`src/proc_params.svh`:
```
// Sizing macros for the 16-bit five-stage processor core
// Include this in every package, RTL module and testbench file of the core
// Types built on these values live in isaPkg and pipePkg
`ifndef PROC_PARAMS_SVH
`define PROC_PARAMS_SVH

// Datapath
`define PROC_WIDTH      16   // Data and instruction word width
`define PROC_NREGS      8    // Architectural registers

// Memories, both word addressed
`define PROC_IMEM_DEPTH 256  // Instruction words
`define PROC_DMEM_DEPTH 256  // Data words

`endif

```
`src/isaPkg.sv`:
```
// Instruction set definitions for the 16-bit teaching core
// Opcodes, R-format functions, ALU operations and the two instruction views
// Modules refer to these types as isaPkg::name
`include "proc_params.svh"

package isaPkg;

    typedef logic [$clog2(`PROC_NREGS)-1:0] regAddrT;  // Register index

    // Bits 15..11 of every instruction
    typedef enum logic [4:0] {
        HALT  = 5'b00000,
        NOP   = 5'b00001,
        ADDI  = 5'b01000,
        BEQZ  = 5'b01100,
        ST    = 5'b10000,
        LD    = 5'b10001,
        RTYPE = 5'b11011
    } opcodeE;  // Any other value is illegal

    typedef enum logic [1:0] {
        F_ADD = 2'b00,
        F_SUB = 2'b01,  // rs minus rt
        F_XOR = 2'b10,
        F_AND = 2'b11
    } functE;

    typedef enum logic [1:0] {
        ALU_ADD = 2'b00,  // Also used for address generation
        ALU_SUB = 2'b01,
        ALU_AND = 2'b10,
        ALU_XOR = 2'b11
    } aluOpE;

    typedef struct packed {
        opcodeE  opcode;  // 15..11
        regAddrT rs;      // 10..8
        regAddrT rt;      // 7..5
        regAddrT rd;      // 4..2
        functE   funct;   // 1..0
    } rFmtT;

    typedef struct packed {
        opcodeE     opcode;  // 15..11
        regAddrT    rs;      // 10..8
        regAddrT    rd;      // 7..5, store data register for ST
        logic [4:0] imm5;    // Signed
    } iFmtT;

    // Same word seen both ways; bits 7..5 feed read port B in either view
    typedef union packed {
        rFmtT r;
        iFmtT i;
    } instrU;

endpackage

```
`src/pipePkg.sv`:
```
// Pipeline register layouts for the five-stage core
// One packed struct per stage boundary plus the decoded control bundle
// The top level declares one register of each type
`include "proc_params.svh"

package pipePkg;

    typedef logic [`PROC_WIDTH-1:0] wordT;

    typedef struct packed {
        isaPkg::aluOpE aluOp;
        logic          useImm;    // Operand B from immediate
        logic          memRead;   // LD
        logic          memWrite;  // ST
        logic          regWrite;
    } ctrlT;

    typedef struct packed {
        logic          valid;  // Cleared on squash
        wordT          pc;     // Address of instr
        isaPkg::instrU instr;
    } ifIdT;

    typedef struct packed {
        logic            valid;
        ctrlT            ctrl;
        wordT            rsVal;
        wordT            rtVal;   // Operand B or store data
        wordT            imm;     // Already sign extended
        isaPkg::regAddrT wrAddr;
    } idExT;

    typedef struct packed {
        logic            valid;
        ctrlT            ctrl;
        wordT            aluOut;  // Result or memory address
        wordT            rtVal;   // Store data
        isaPkg::regAddrT wrAddr;
    } exMemT;

    typedef struct packed {
        logic            valid;
        logic            regWrite;
        wordT            wbData;
        isaPkg::regAddrT wrAddr;
    } memWbT;

endpackage

```
`src/control.sv`:
```
// Decode-stage control for the five-stage core
// Turns the IF/ID instruction into controls, write address and immediate,
// resolves BEQZ, and holds the sticky halt state that freezes fetch
`include "proc_params.svh"

module control (
    input  logic                     clk,
    input  logic                     rst,
    input  pipePkg::ifIdT            ifId,
    input  logic [`PROC_WIDTH-1:0]   rsVal,
    input  logic [`PROC_WIDTH-1:0]   rtVal,
    output pipePkg::ctrlT            ctrl,
    output isaPkg::regAddrT          wrAddr,
    output logic [`PROC_WIDTH-1:0]   imm,
    output logic                     decValid,
    output logic                     branchTaken,
    output logic [`PROC_WIDTH-1:0]   branchTarget,
    output logic                     squash,
    output logic                     freeze,
    output logic                     err
);

    logic           haltQ;  // Set once HALT has decoded
    logic           live;   // Real instruction in decode
    logic           legal;
    logic           isHalt;
    isaPkg::opcodeE op;

    assign op     = ifId.instr.r.opcode;  // Same bits in both views
    assign live   = ifId.valid && !haltQ;  // Everything after HALT is a bubble
    assign isHalt = live && (op == isaPkg::HALT);

    always_comb begin
        ctrl  = '0;  // Bubble, aluOp add
        legal = 1'b1;
        case (op)
            isaPkg::NOP, isaPkg::HALT, isaPkg::BEQZ: legal = 1'b1;  // No datapath work
            isaPkg::RTYPE: begin
                ctrl.regWrite = 1'b1;
                case (ifId.instr.r.funct)
                    isaPkg::F_ADD: ctrl.aluOp = isaPkg::ALU_ADD;
                    isaPkg::F_SUB: ctrl.aluOp = isaPkg::ALU_SUB;
                    isaPkg::F_XOR: ctrl.aluOp = isaPkg::ALU_XOR;
                    default:       ctrl.aluOp = isaPkg::ALU_AND;
                endcase
            end
            isaPkg::ADDI: begin
                ctrl.useImm   = 1'b1;
                ctrl.regWrite = 1'b1;
            end
            isaPkg::LD: begin
                ctrl.useImm   = 1'b1;  // Address is rs plus imm
                ctrl.memRead  = 1'b1;
                ctrl.regWrite = 1'b1;
            end
            isaPkg::ST: begin
                ctrl.useImm   = 1'b1;
                ctrl.memWrite = 1'b1;  // Data comes through rtVal
            end
            default: legal = 1'b0;  // Unknown opcode
        endcase
    end

    assign wrAddr = (op == isaPkg::RTYPE) ? ifId.instr.r.rd : ifId.instr.i.rd;
    assign imm    = {{(`PROC_WIDTH-5){ifId.instr.i.imm5[4]}}, ifId.instr.i.imm5};

    assign decValid     = live && legal && (op != isaPkg::HALT);  // HALT never retires
    assign err          = live && !legal;  // One cycle per illegal word
    assign branchTaken  = live && (op == isaPkg::BEQZ) && (rsVal == '0);
    assign branchTarget = ifId.pc + imm + 1'b1;
    assign squash       = branchTaken;  // Kills the fetch behind the branch
    assign freeze       = haltQ || isHalt;  // Rises with HALT in decode

    always_ff @(posedge clk) begin
        if (rst) begin
            haltQ <= 1'b0;
        end else if (isHalt) begin
            haltQ <= 1'b1;  // Held until reset
        end
    end

    // Fetch never gets a redirect and a hold together
    a_noBranchWhenFrozen: assert property (@(posedge clk) disable iff (rst)
        !(branchTaken && freeze));

    // Register file must hand decode known data for BEQZ and ST
    a_knownOperands: assert property (@(posedge clk) disable iff (rst)
        live && (op == isaPkg::ST || op == isaPkg::BEQZ) |-> !$isunknown({rsVal, rtVal}));

endmodule

```
`config.mk`:
```
export PLATFORM = sky130hd
export DESIGN_NAME = control
export DESIGN_NICKNAME = d
export VERILOG_FILES = /design/src/isaPkg.sv /design/src/pipePkg.sv /design/src/control.sv
export VERILOG_INCLUDE_DIRS = /design/src
export SDC_FILE = /design/constraint.sdc
export NUM_CORES = 1
export LEC_CHECK = 0
export BUFFER_PORTS_ARGS = -buffer_cell sky130_fd_sc_hd__buf_2
export CORE_MARGIN = 5
export CORE_UTILIZATION = 41
export DETAILED_ROUTE_END_ITERATION = 8
export PLACE_DENSITY = 0.95
export SYNTH_ARGS = -nofsm -noshare
export SYNTH_HDL_FRONTEND = slang
export SYNTH_SLANG_ARGS = --single-unit
```
`constraint.sdc`:
```
create_clock -name clk -period 3.9 [get_ports clk]
set_clock_uncertainty 0.05 [all_clocks]
set_input_delay 0.39 -clock clk [delete_from_list [all_inputs] [get_ports clk]]
set_output_delay 0.39 -clock clk [all_outputs]
set_load 0.01 [all_outputs]
```
-- Yosys cells after proc, flatten, opt, wreduce, memory -nomap -nowiden
Cells that the tools add are included.
- word-level logic and storage cells: 36
- bits in registers: 1
- output and inout port bits: 46
- bits of input ports: 67
- reductions and logical operators: 17
- equal/unequal tests: 8
- add/subtract/negate cells: 2
- muxes and demuxes: 8
- operators with widths (kind ; count):
    $add A16 B1 Y16 const B ; 1
    $add A16 B16 Y16 ; 1
    $logic_not A16 Y1 ; 1
    $eq A5 B5 Y1 const B ; 3
    $eq A5 B4 Y1 const B ; 2
    $logic_and A1 B1 Y1 ; 7
    $reduce_or A7 Y1 ; 1
    $pmux W2 S3 ; 1
    $reduce_or A3 Y1 ; 2
    $eq A5 B1 Y1 const B ; 1
    $logic_not A5 Y1 ; 1
    $mux W1 ; 5
    $reduce_bool A5 Y1 ; 1
    $mux W3 ; 1
    $eq A2 B1 Y1 const B ; 1
    $eq A2 B2 Y1 const B ; 1
    $logic_not A1 Y1 ; 2
    $logic_not A2 Y1 ; 1
    $mux W2 ; 1
    $logic_or A1 B1 Y1 ; 1

-- Logic depth before layout (Yosys ltp)
Gate-level depths: netlist (run 1).
- depth in word-level cells: 5
- depth in mapped cells: 9
- gate-level depth less buffers: 9

-- Worst setup path after synthesis (run 1)
Ideal clock, no wire load.
- path kind: input to output
- start point: in ifId[0] in the netlist's numbering
- end point: out branchTarget[10]
- arrival time: 2.243 ns
- cell stages on the path: 8
- setup slack: 1.217 ns
- path buffers: 0
- cells stage by stage: inv_1 ha_1 inv_1 fa_1 a21o_1 a311oi_1 o21bai_1 o311ai_0
- cells in the longest elaborated chain, start to end: 2
- RTL lines (item ; line ; RTL):
    from (decl) ; control.sv:9 ; input pipePkg::ifIdT ifId,
    $add A16 B16 Y16 ; control.sv:70 ; assign branchTarget = ifId.pc + imm + 1'b1;
    $add A16 B1 Y16 ; control.sv:70 ;
    to (decl) ; control.sv:17 ; output logic [`PROC_WIDTH-1:0] branchTarget,
Every way passes these cells.

-- Worst setup path after layout (run 1)
- start point: in ifId[0] in the netlist's numbering
- end point: out branchTarget[12]
Same word-level chain as after synthesis.

==> results.toml, run 1 <==
[timing]
hold_viol = 0
final-max-slew-violation-count = 0
period_share = 0.7589
max_freq_mhz = 337.9
tns_ns = 0
min_period_ns = 2.960
relSlewSlack = 0.7330
rsz0062_at_grt = "no"
tightest_slew_ns = 0.3953
setup_viol = 0

[floorplan]
die_x_um = 64.41
core_area_mm2 = 0.002805
num_rows = 19
ioPinCount = 113
initial_utilization = 0.4326
dieArea_mm2 = 0.004148
die-height_um = 64.41

[critical_path]
arrival_ns = 2.52
cp_max_fo = 3
reg2regPathDepth = 2
crit_path_end_kind = "primary output"
startpoint_type = "input port"
path_class = "in2out"
worstPathRequired_ns = 3.46
rrSetupSlack_ns = 3.11

[placement]
place_inst = 268
dpl.hpwl_um = 3037
gp_congestion = 0.7841
io_buffers = 93

[cts]
cts_hold_buf = 0
cts_resized = 0
clk_pin_slew_ns = 0
cts_setup_buffers = 0
clock_latency_ns = 0

[detailed_routing]
vias = 1468
ant_nets = 0
routed_wl_um = 3419
dr.pass1.iters = 4
avgRoutedWirePerCell_um = 12.76
drtIter0Drc = 64
drc_errors = 0
viasPerCell = 5.478

[power]
power.internal_mw = 0.1267
p_switching_mw = 0.1392
p_sw_frac = 0.5234
p_per_area_mw_per_mm2 = 169.7
pwr-share-comb = 0.960
pwr-share-clk = 0
p_leak_nw = 0.8497
peakVddDrop_mv = 0.08893
pwr-share-seq = 0.040

[layout]
max_flop_register = "haltQ"
top_regs = "haltQ (1)"
syn2layout_area_growth_pct = 29.07
antenna_cells = 0
drive_gt1_frac = 0.4557
nNetsFinal = 324
instances_no_fill = 268
largest_reg_flops = 1

[hold_path]
holdPathStages = 2
min_path_type = "in2reg"

[logic_synthesis]
synth_area_mm2 = 0.001214
synth-edff-count = 0
yosysSeqAreaShare = 0.01649
yosysWarnings = 0
synth_nets = 250
synth_cells = 165
post_synth_num_cell_types = 47
async_flop_share = 0
synth_flop_cell = "dfxtp_1"
ys_ff_latch = 1
syn_avg_cell_area_um2 = 7.356

[grt]
grt_use_total = 0.1566
grt_max_degree = 26
grt_pass1_wl_um = 5630
grt_antenna_before_repair = 0
grt_pass1_vias = 1383
grt_overflow = 0

[status]
status = "completed"

[flow_run]
maxCapViolCount = 0
[Yosys cell counts (all sizes together) (2+ instances only)]
master	instances	area, µm²
and3	5	38.78
o21ai	4	20.02
o21a	2	15.01
xor2	5	43.79
nand4	3	18.77
o311ai	2	25.03
nand2	11	41.29
ha	17	212.7
a211o	2	17.52
inv	7	26.28
a21o	7	53.80
nor2	15	56.30
a311oi	3	32.53
a21oi	7	35.03
nor3	7	40.04
nand3	4	25.02
buf	19	143.9
nor2b	4	25.02
xnor2	8	70.07
o211ai	2	15.01
nor4	3	18.77
clkbuf	2	7.510
a211oi	2	20.02
mux2	3	33.78
a31oi	6	37.54
nand2b	4	25.02
[critical path: stages]
cell	delay, ns
buf_2	0.12
inv_1	0.07
ha_1	0.17
inv_1	0.05
fa_1	0.39
a21o_1	0.21
a311oi_1	0.36
nor2_1	0.16
a311oi_2	0.30
xnor2_1	0.15
buf_2	0.15
[metal layers]
layer  global-route usage  vias up  part of all wire
li1                     -      743                 -
met1               0.1739      647              0.39
met2               0.3247       76              0.52
met3              0.01926        2             0.093
met4             0.007916        0            0.0056
met5                    0        -                 0
[cells in the final DEF, fill, tap and decap left out, drive strengths merged, types with 6 or more instances in the layout]
master / instances
a21o: 7
buf: 93
inv: 7
nor2: 15
ha: 17
a21oi: 7
xnor2: 8
nor3: 7
nand2: 11
a31oi: 6
[layout make-up]
class / instances / area [µm²]
Timing Repair Buffer: 93 / 465.4
Multi-Input combinational cell: 136 / 1016
Tap cell: 31 / 38.79
Fill cell: 270 / 1239
Sequential cell: 1 / 20.02
Inverter: 7 / 26.28
[per-stage QoR]
step | cell area [µm²] | setup WS, ns | power (mW) | utilization | hold slack [ns]
6_report | 1567 | 0.9403 | 0.2659 | 0.5584 | 0.5061
5_1_grt | 1567 | 0.8065 | 0.2949 | 0.5584 | 0.5269
4_1_cts | 1567 | 0.9494 | 0.2676 | 0.5584 | 0.5070
3_5_place_dp | 1567 | 0.9598 | 0.2666 | 0.5584 | 0.5081
3_3_place_gp | 1567 | 0.9849 | 0.2602 | 0.5584 | 0.4930
2_1_floorplan | 1214 | 1.217 | 0.1830 | - | 0.4116
[cells by family after synthesis]
family	after synthesis	share of synthesized area
mux	3	0.02783
flops	1	0.01650
buf+inv	28	0.1464
compound gates	42	0.2588
fa+ha+maj	18	0.1917
xor+xnor	13	0.09382
simple gates	60	0.2649
[final timing paths]
check | from | endpoint
worst min register to register | haltQ | haltQ
worst max register to register | haltQ | haltQ
worst min-delay path | rst | haltQ
worst max-delay path | ifId[0] | branchTarget[12]
[power groups by stage]
stage	Clock (mW)	Sequential [mW]	Combinational, mW
after detailed placement	0	0.0106	0.256
after floorplan	0	0.0106	0.172
final	0	0.0106	0.255
after CTS	0	0.0106	0.257
after global routing	0	0.0107	0.284
after global placement	0	0.0106	0.250
(Power assumes the default switching activity.)
==> run 2, diff against run 1 <==
--- a/config.mk
+++ b/config.mk
@@ -6,11 +6,12 @@
 export SDC_FILE = /design/constraint.sdc
 export NUM_CORES = 1
 export LEC_CHECK = 0
+export ABC_AREA = 1
 export BUFFER_PORTS_ARGS = -buffer_cell sky130_fd_sc_hd__buf_2
 export CORE_MARGIN = 5
-export CORE_UTILIZATION = 41
+export CORE_UTILIZATION = 37
 export DETAILED_ROUTE_END_ITERATION = 8
-export PLACE_DENSITY = 0.95
+export PLACE_DENSITY = 0.91
 export SYNTH_ARGS = -nofsm -noshare
 export SYNTH_HDL_FRONTEND = slang
 export SYNTH_SLANG_ARGS = --single-unit
==> constraint.sdc (replaced) <==
create_clock -name clk -period 2.5 [get_ports clk]
set_clock_uncertainty 0.05 [all_clocks]
set_input_delay 0.25 -clock clk [delete_from_list [all_inputs] [get_ports clk]]
set_output_delay 0.25 -clock clk [all_outputs]
set_load 0.01 [all_outputs]
==> results.toml, run 2 <==
[timing]
period_share = 0.8363
tns_ns = 0
final-max-slew-violation-count = 0
max_freq_mhz = 478.3
setup_viol = 0
tightest_slew_ns = 0.4172
min_period_ns = 2.091
hold_slack_ns = 0.3624
relSlewSlack = 0.7219
hold_viol = 0
rsz0062_at_grt = "no"

[logic_synthesis]
yosysSeqAreaShare = 0.01405
syn_avg_cell_area_um2 = 5.723
synth_nets = 334
async_flop_share = 0
yosysTopAreaCellShare = 0.1975
synth-edff-count = 0
synth_cells = 249
yosysWarnings = 0
synth_top_cell_by_area = "nand2_1"
post_synth_num_cell_types = 27
synth_flop_cell = "dfxtp_1"
synth_area_mm2 = 0.001425
ys_ff_latch = 1
yosys-top-cells-area = "nand2_1 (20%), ha_1 (15%), inv_1 (12%), buf_4 (9.0%), nand3_1 (5.6%)"
synthTopCellsByCount = "nand2_1 (75), inv_1 (47), buf_4 (17), ha_1 (17), nand3_1 (16)"
synth_most_common_cell = "nand2_1"

[layout]
final_common_cell = "buf_2"
largest_reg_flops = 1
regArea_um2 = 20.02
nNetsFinal = 412
top_regs = "haltQ (1)"
layout_common_cells = "buf_2 (93), nand2_1 (75), inv_1 (47)"
fillers = 381
multiInputGateArea_mm2 = 0.001079
drive_gt1_frac = 0.3938
max_flop_register = "haltQ"
antenna_cells = 0
syn2layout_area_growth_pct = 27.92

[critical_path]
arrival_ns = 1.79
cp_max_fo = 3
reg2regPathDepth = 2
rrSetupSlack_ns = 1.89
path_class = "in2out"
worstPathRequired_ns = 2.20
startpoint_type = "input port"
crit_path_end_kind = "primary output"

[detailed_routing]
avgRoutedWirePerCell_um = 10.14
drtIter0Drc = 27
vias = 1690
drc_errors = 0
dr.pass1.iters = 4
ant_nets = 0
viasPerCell = 4.531
routed_wl_um = 3782

[grt]
grt_use_total = 0.1362
grt_antenna_before_repair = 0
grt_overflow = 0
grt_pass1_vias = 1546
grt_max_degree = 26
grt_pass1_wl_um = 6113

[power]
p_switching_mw = 0.2428
pwr-share-comb = 0.961
power.internal_mw = 0.1843
pwr-share-seq = 0.039
pwr-share-clk = 0
p_sw_frac = 0.5685
p_per_area_mw_per_mm2 = 234.3
p_leak_nw = 1.236
peakVddDrop_mv = 0.1119

[cts]
clock_latency_ns = 0
cts_resized = 0
clk_pin_slew_ns = 0
cts_hold_buf = 0
cts_setup_buffers = 0

[status]
status = "completed"

[hold_path]
holdPathStages = 2
min_path_type = "in2reg"

[floorplan]
dieArea_mm2 = 0.005193
die_x_um = 72.06
initial_utilization = 0.3864
die-height_um = 72.06
ioPinCount = 113
core_area_mm2 = 0.003689
num_rows = 22

[placement]
dpl.hpwl_um = 3540
gp_congestion = 0.8451
io_buffers = 93

[flow_run]
maxCapViolCount = 0
==> run 2: cell types whose count changed after synthesis, moves of 6 or more <==
| cell | before | now |
|---|---|---|
| inv_2 | 0 | 6 |
| nand2_2 | 0 | 12 |
| nand2_1 | 11 | 75 |
| nand3_1 | 3 | 16 |
| xnor2_1 | 8 | 1 |
| inv_1 | 7 | 47 |
| a21o_1 | 6 | 0 |
| nor3_1 | 6 | 0 |
| a31oi_1 | 6 | 0 |
==> run 2: kinds of logic (layout without fill, tap and decap cells) <==
| kind of cell | count (synthesis) | count (layout) | synth area share |
|---|---|---|---|
| multiplexers | 3 | 3 | 0.03160 |
| flip-flops | 1 | 1 | 0.01405 |
| buffers and inverters | 70 | 146 | 0.2291 |
| AND/OR/NAND/NOR | 137 | 137 | 0.4653 |
| XOR/XNOR | 8 | 8 | 0.04917 |
| adder cells (fa/ha/maj) | 18 | 18 | 0.1633 |
| AO/OA/AOI/OAI | 12 | 12 | 0.04741 |
==> run 2: through the flow <==
| step | utilization | total power [mW] | setup WS (ns) | instance area, µm² | std cells |
|---|---|---|---|---|---|
| finish | 0.4942 | 0.4271 | 0.4092 | 1823 | 373 |
| global route | 0.4942 | 0.4821 | 0.2055 | 1823 | 373 |
| CTS | 0.4942 | 0.4330 | 0.3872 | 1823 | 373 |
| detailed placement | 0.4942 | 0.4316 | 0.3890 | 1823 | 373 |
| global placement | 0.4942 | 0.4192 | 0.4230 | 1823 | 373 |
| floorplan | - | 0.2942 | 0.7707 | 1425 | 249 |
==> run 2: area by class of cell <==
type | instances | area share
inverters | 53 | 0.1091
multi-input cells | 178 | 0.5916
flip-flops and latches | 1 | 0.01098
well taps | 48 | 0.03294
repair buffers | 93 | 0.2553
==> run 2: per-layer routing <==
metal | global-route usage | part of all wire | vias to the layer above
li1 | - | - | 907
met1 | 0.1426 | 0.38 | 729
met2 | 0.2922 | 0.53 | 52
met3 | 0.01662 | 0.084 | 2
met4 | 0.006263 | 0.0048 | 0
met5 | 0 | 0 | -
==> run 2: worst max-delay path, cell delays in order <==
cell	delay [ns]
buf_2	0.12
inv_1	0.08
ha_1	0.14
inv_1	0.06
fa_1	0.41
nand2_1	0.12
nand3_1	0.08
nand3_1	0.08
nand2_2	0.08
nand2_1	0.08
nand2_1	0.06
nand2_1	0.06
nand2_1	0.04
buf_2	0.13
==> run 2: worst paths after layout <==
check,start,endpoint
worst min-delay path,rst,haltQ
worst max register to register,haltQ,haltQ
worst min register to register,haltQ,haltQ
worst max-delay path,ifId[0],branchTarget[14]
==> run 2: power by group through the flow <==
stage	Combinational (mW)	Clock, mW	Sequential (mW)
final	0.411	0	0.0166
after global placement	0.403	0	0.0166
after floorplan	0.278	0	0.0166
after detailed placement	0.415	0	0.0166
after CTS	0.416	0	0.0166
after global routing	0.466	0	0.0166
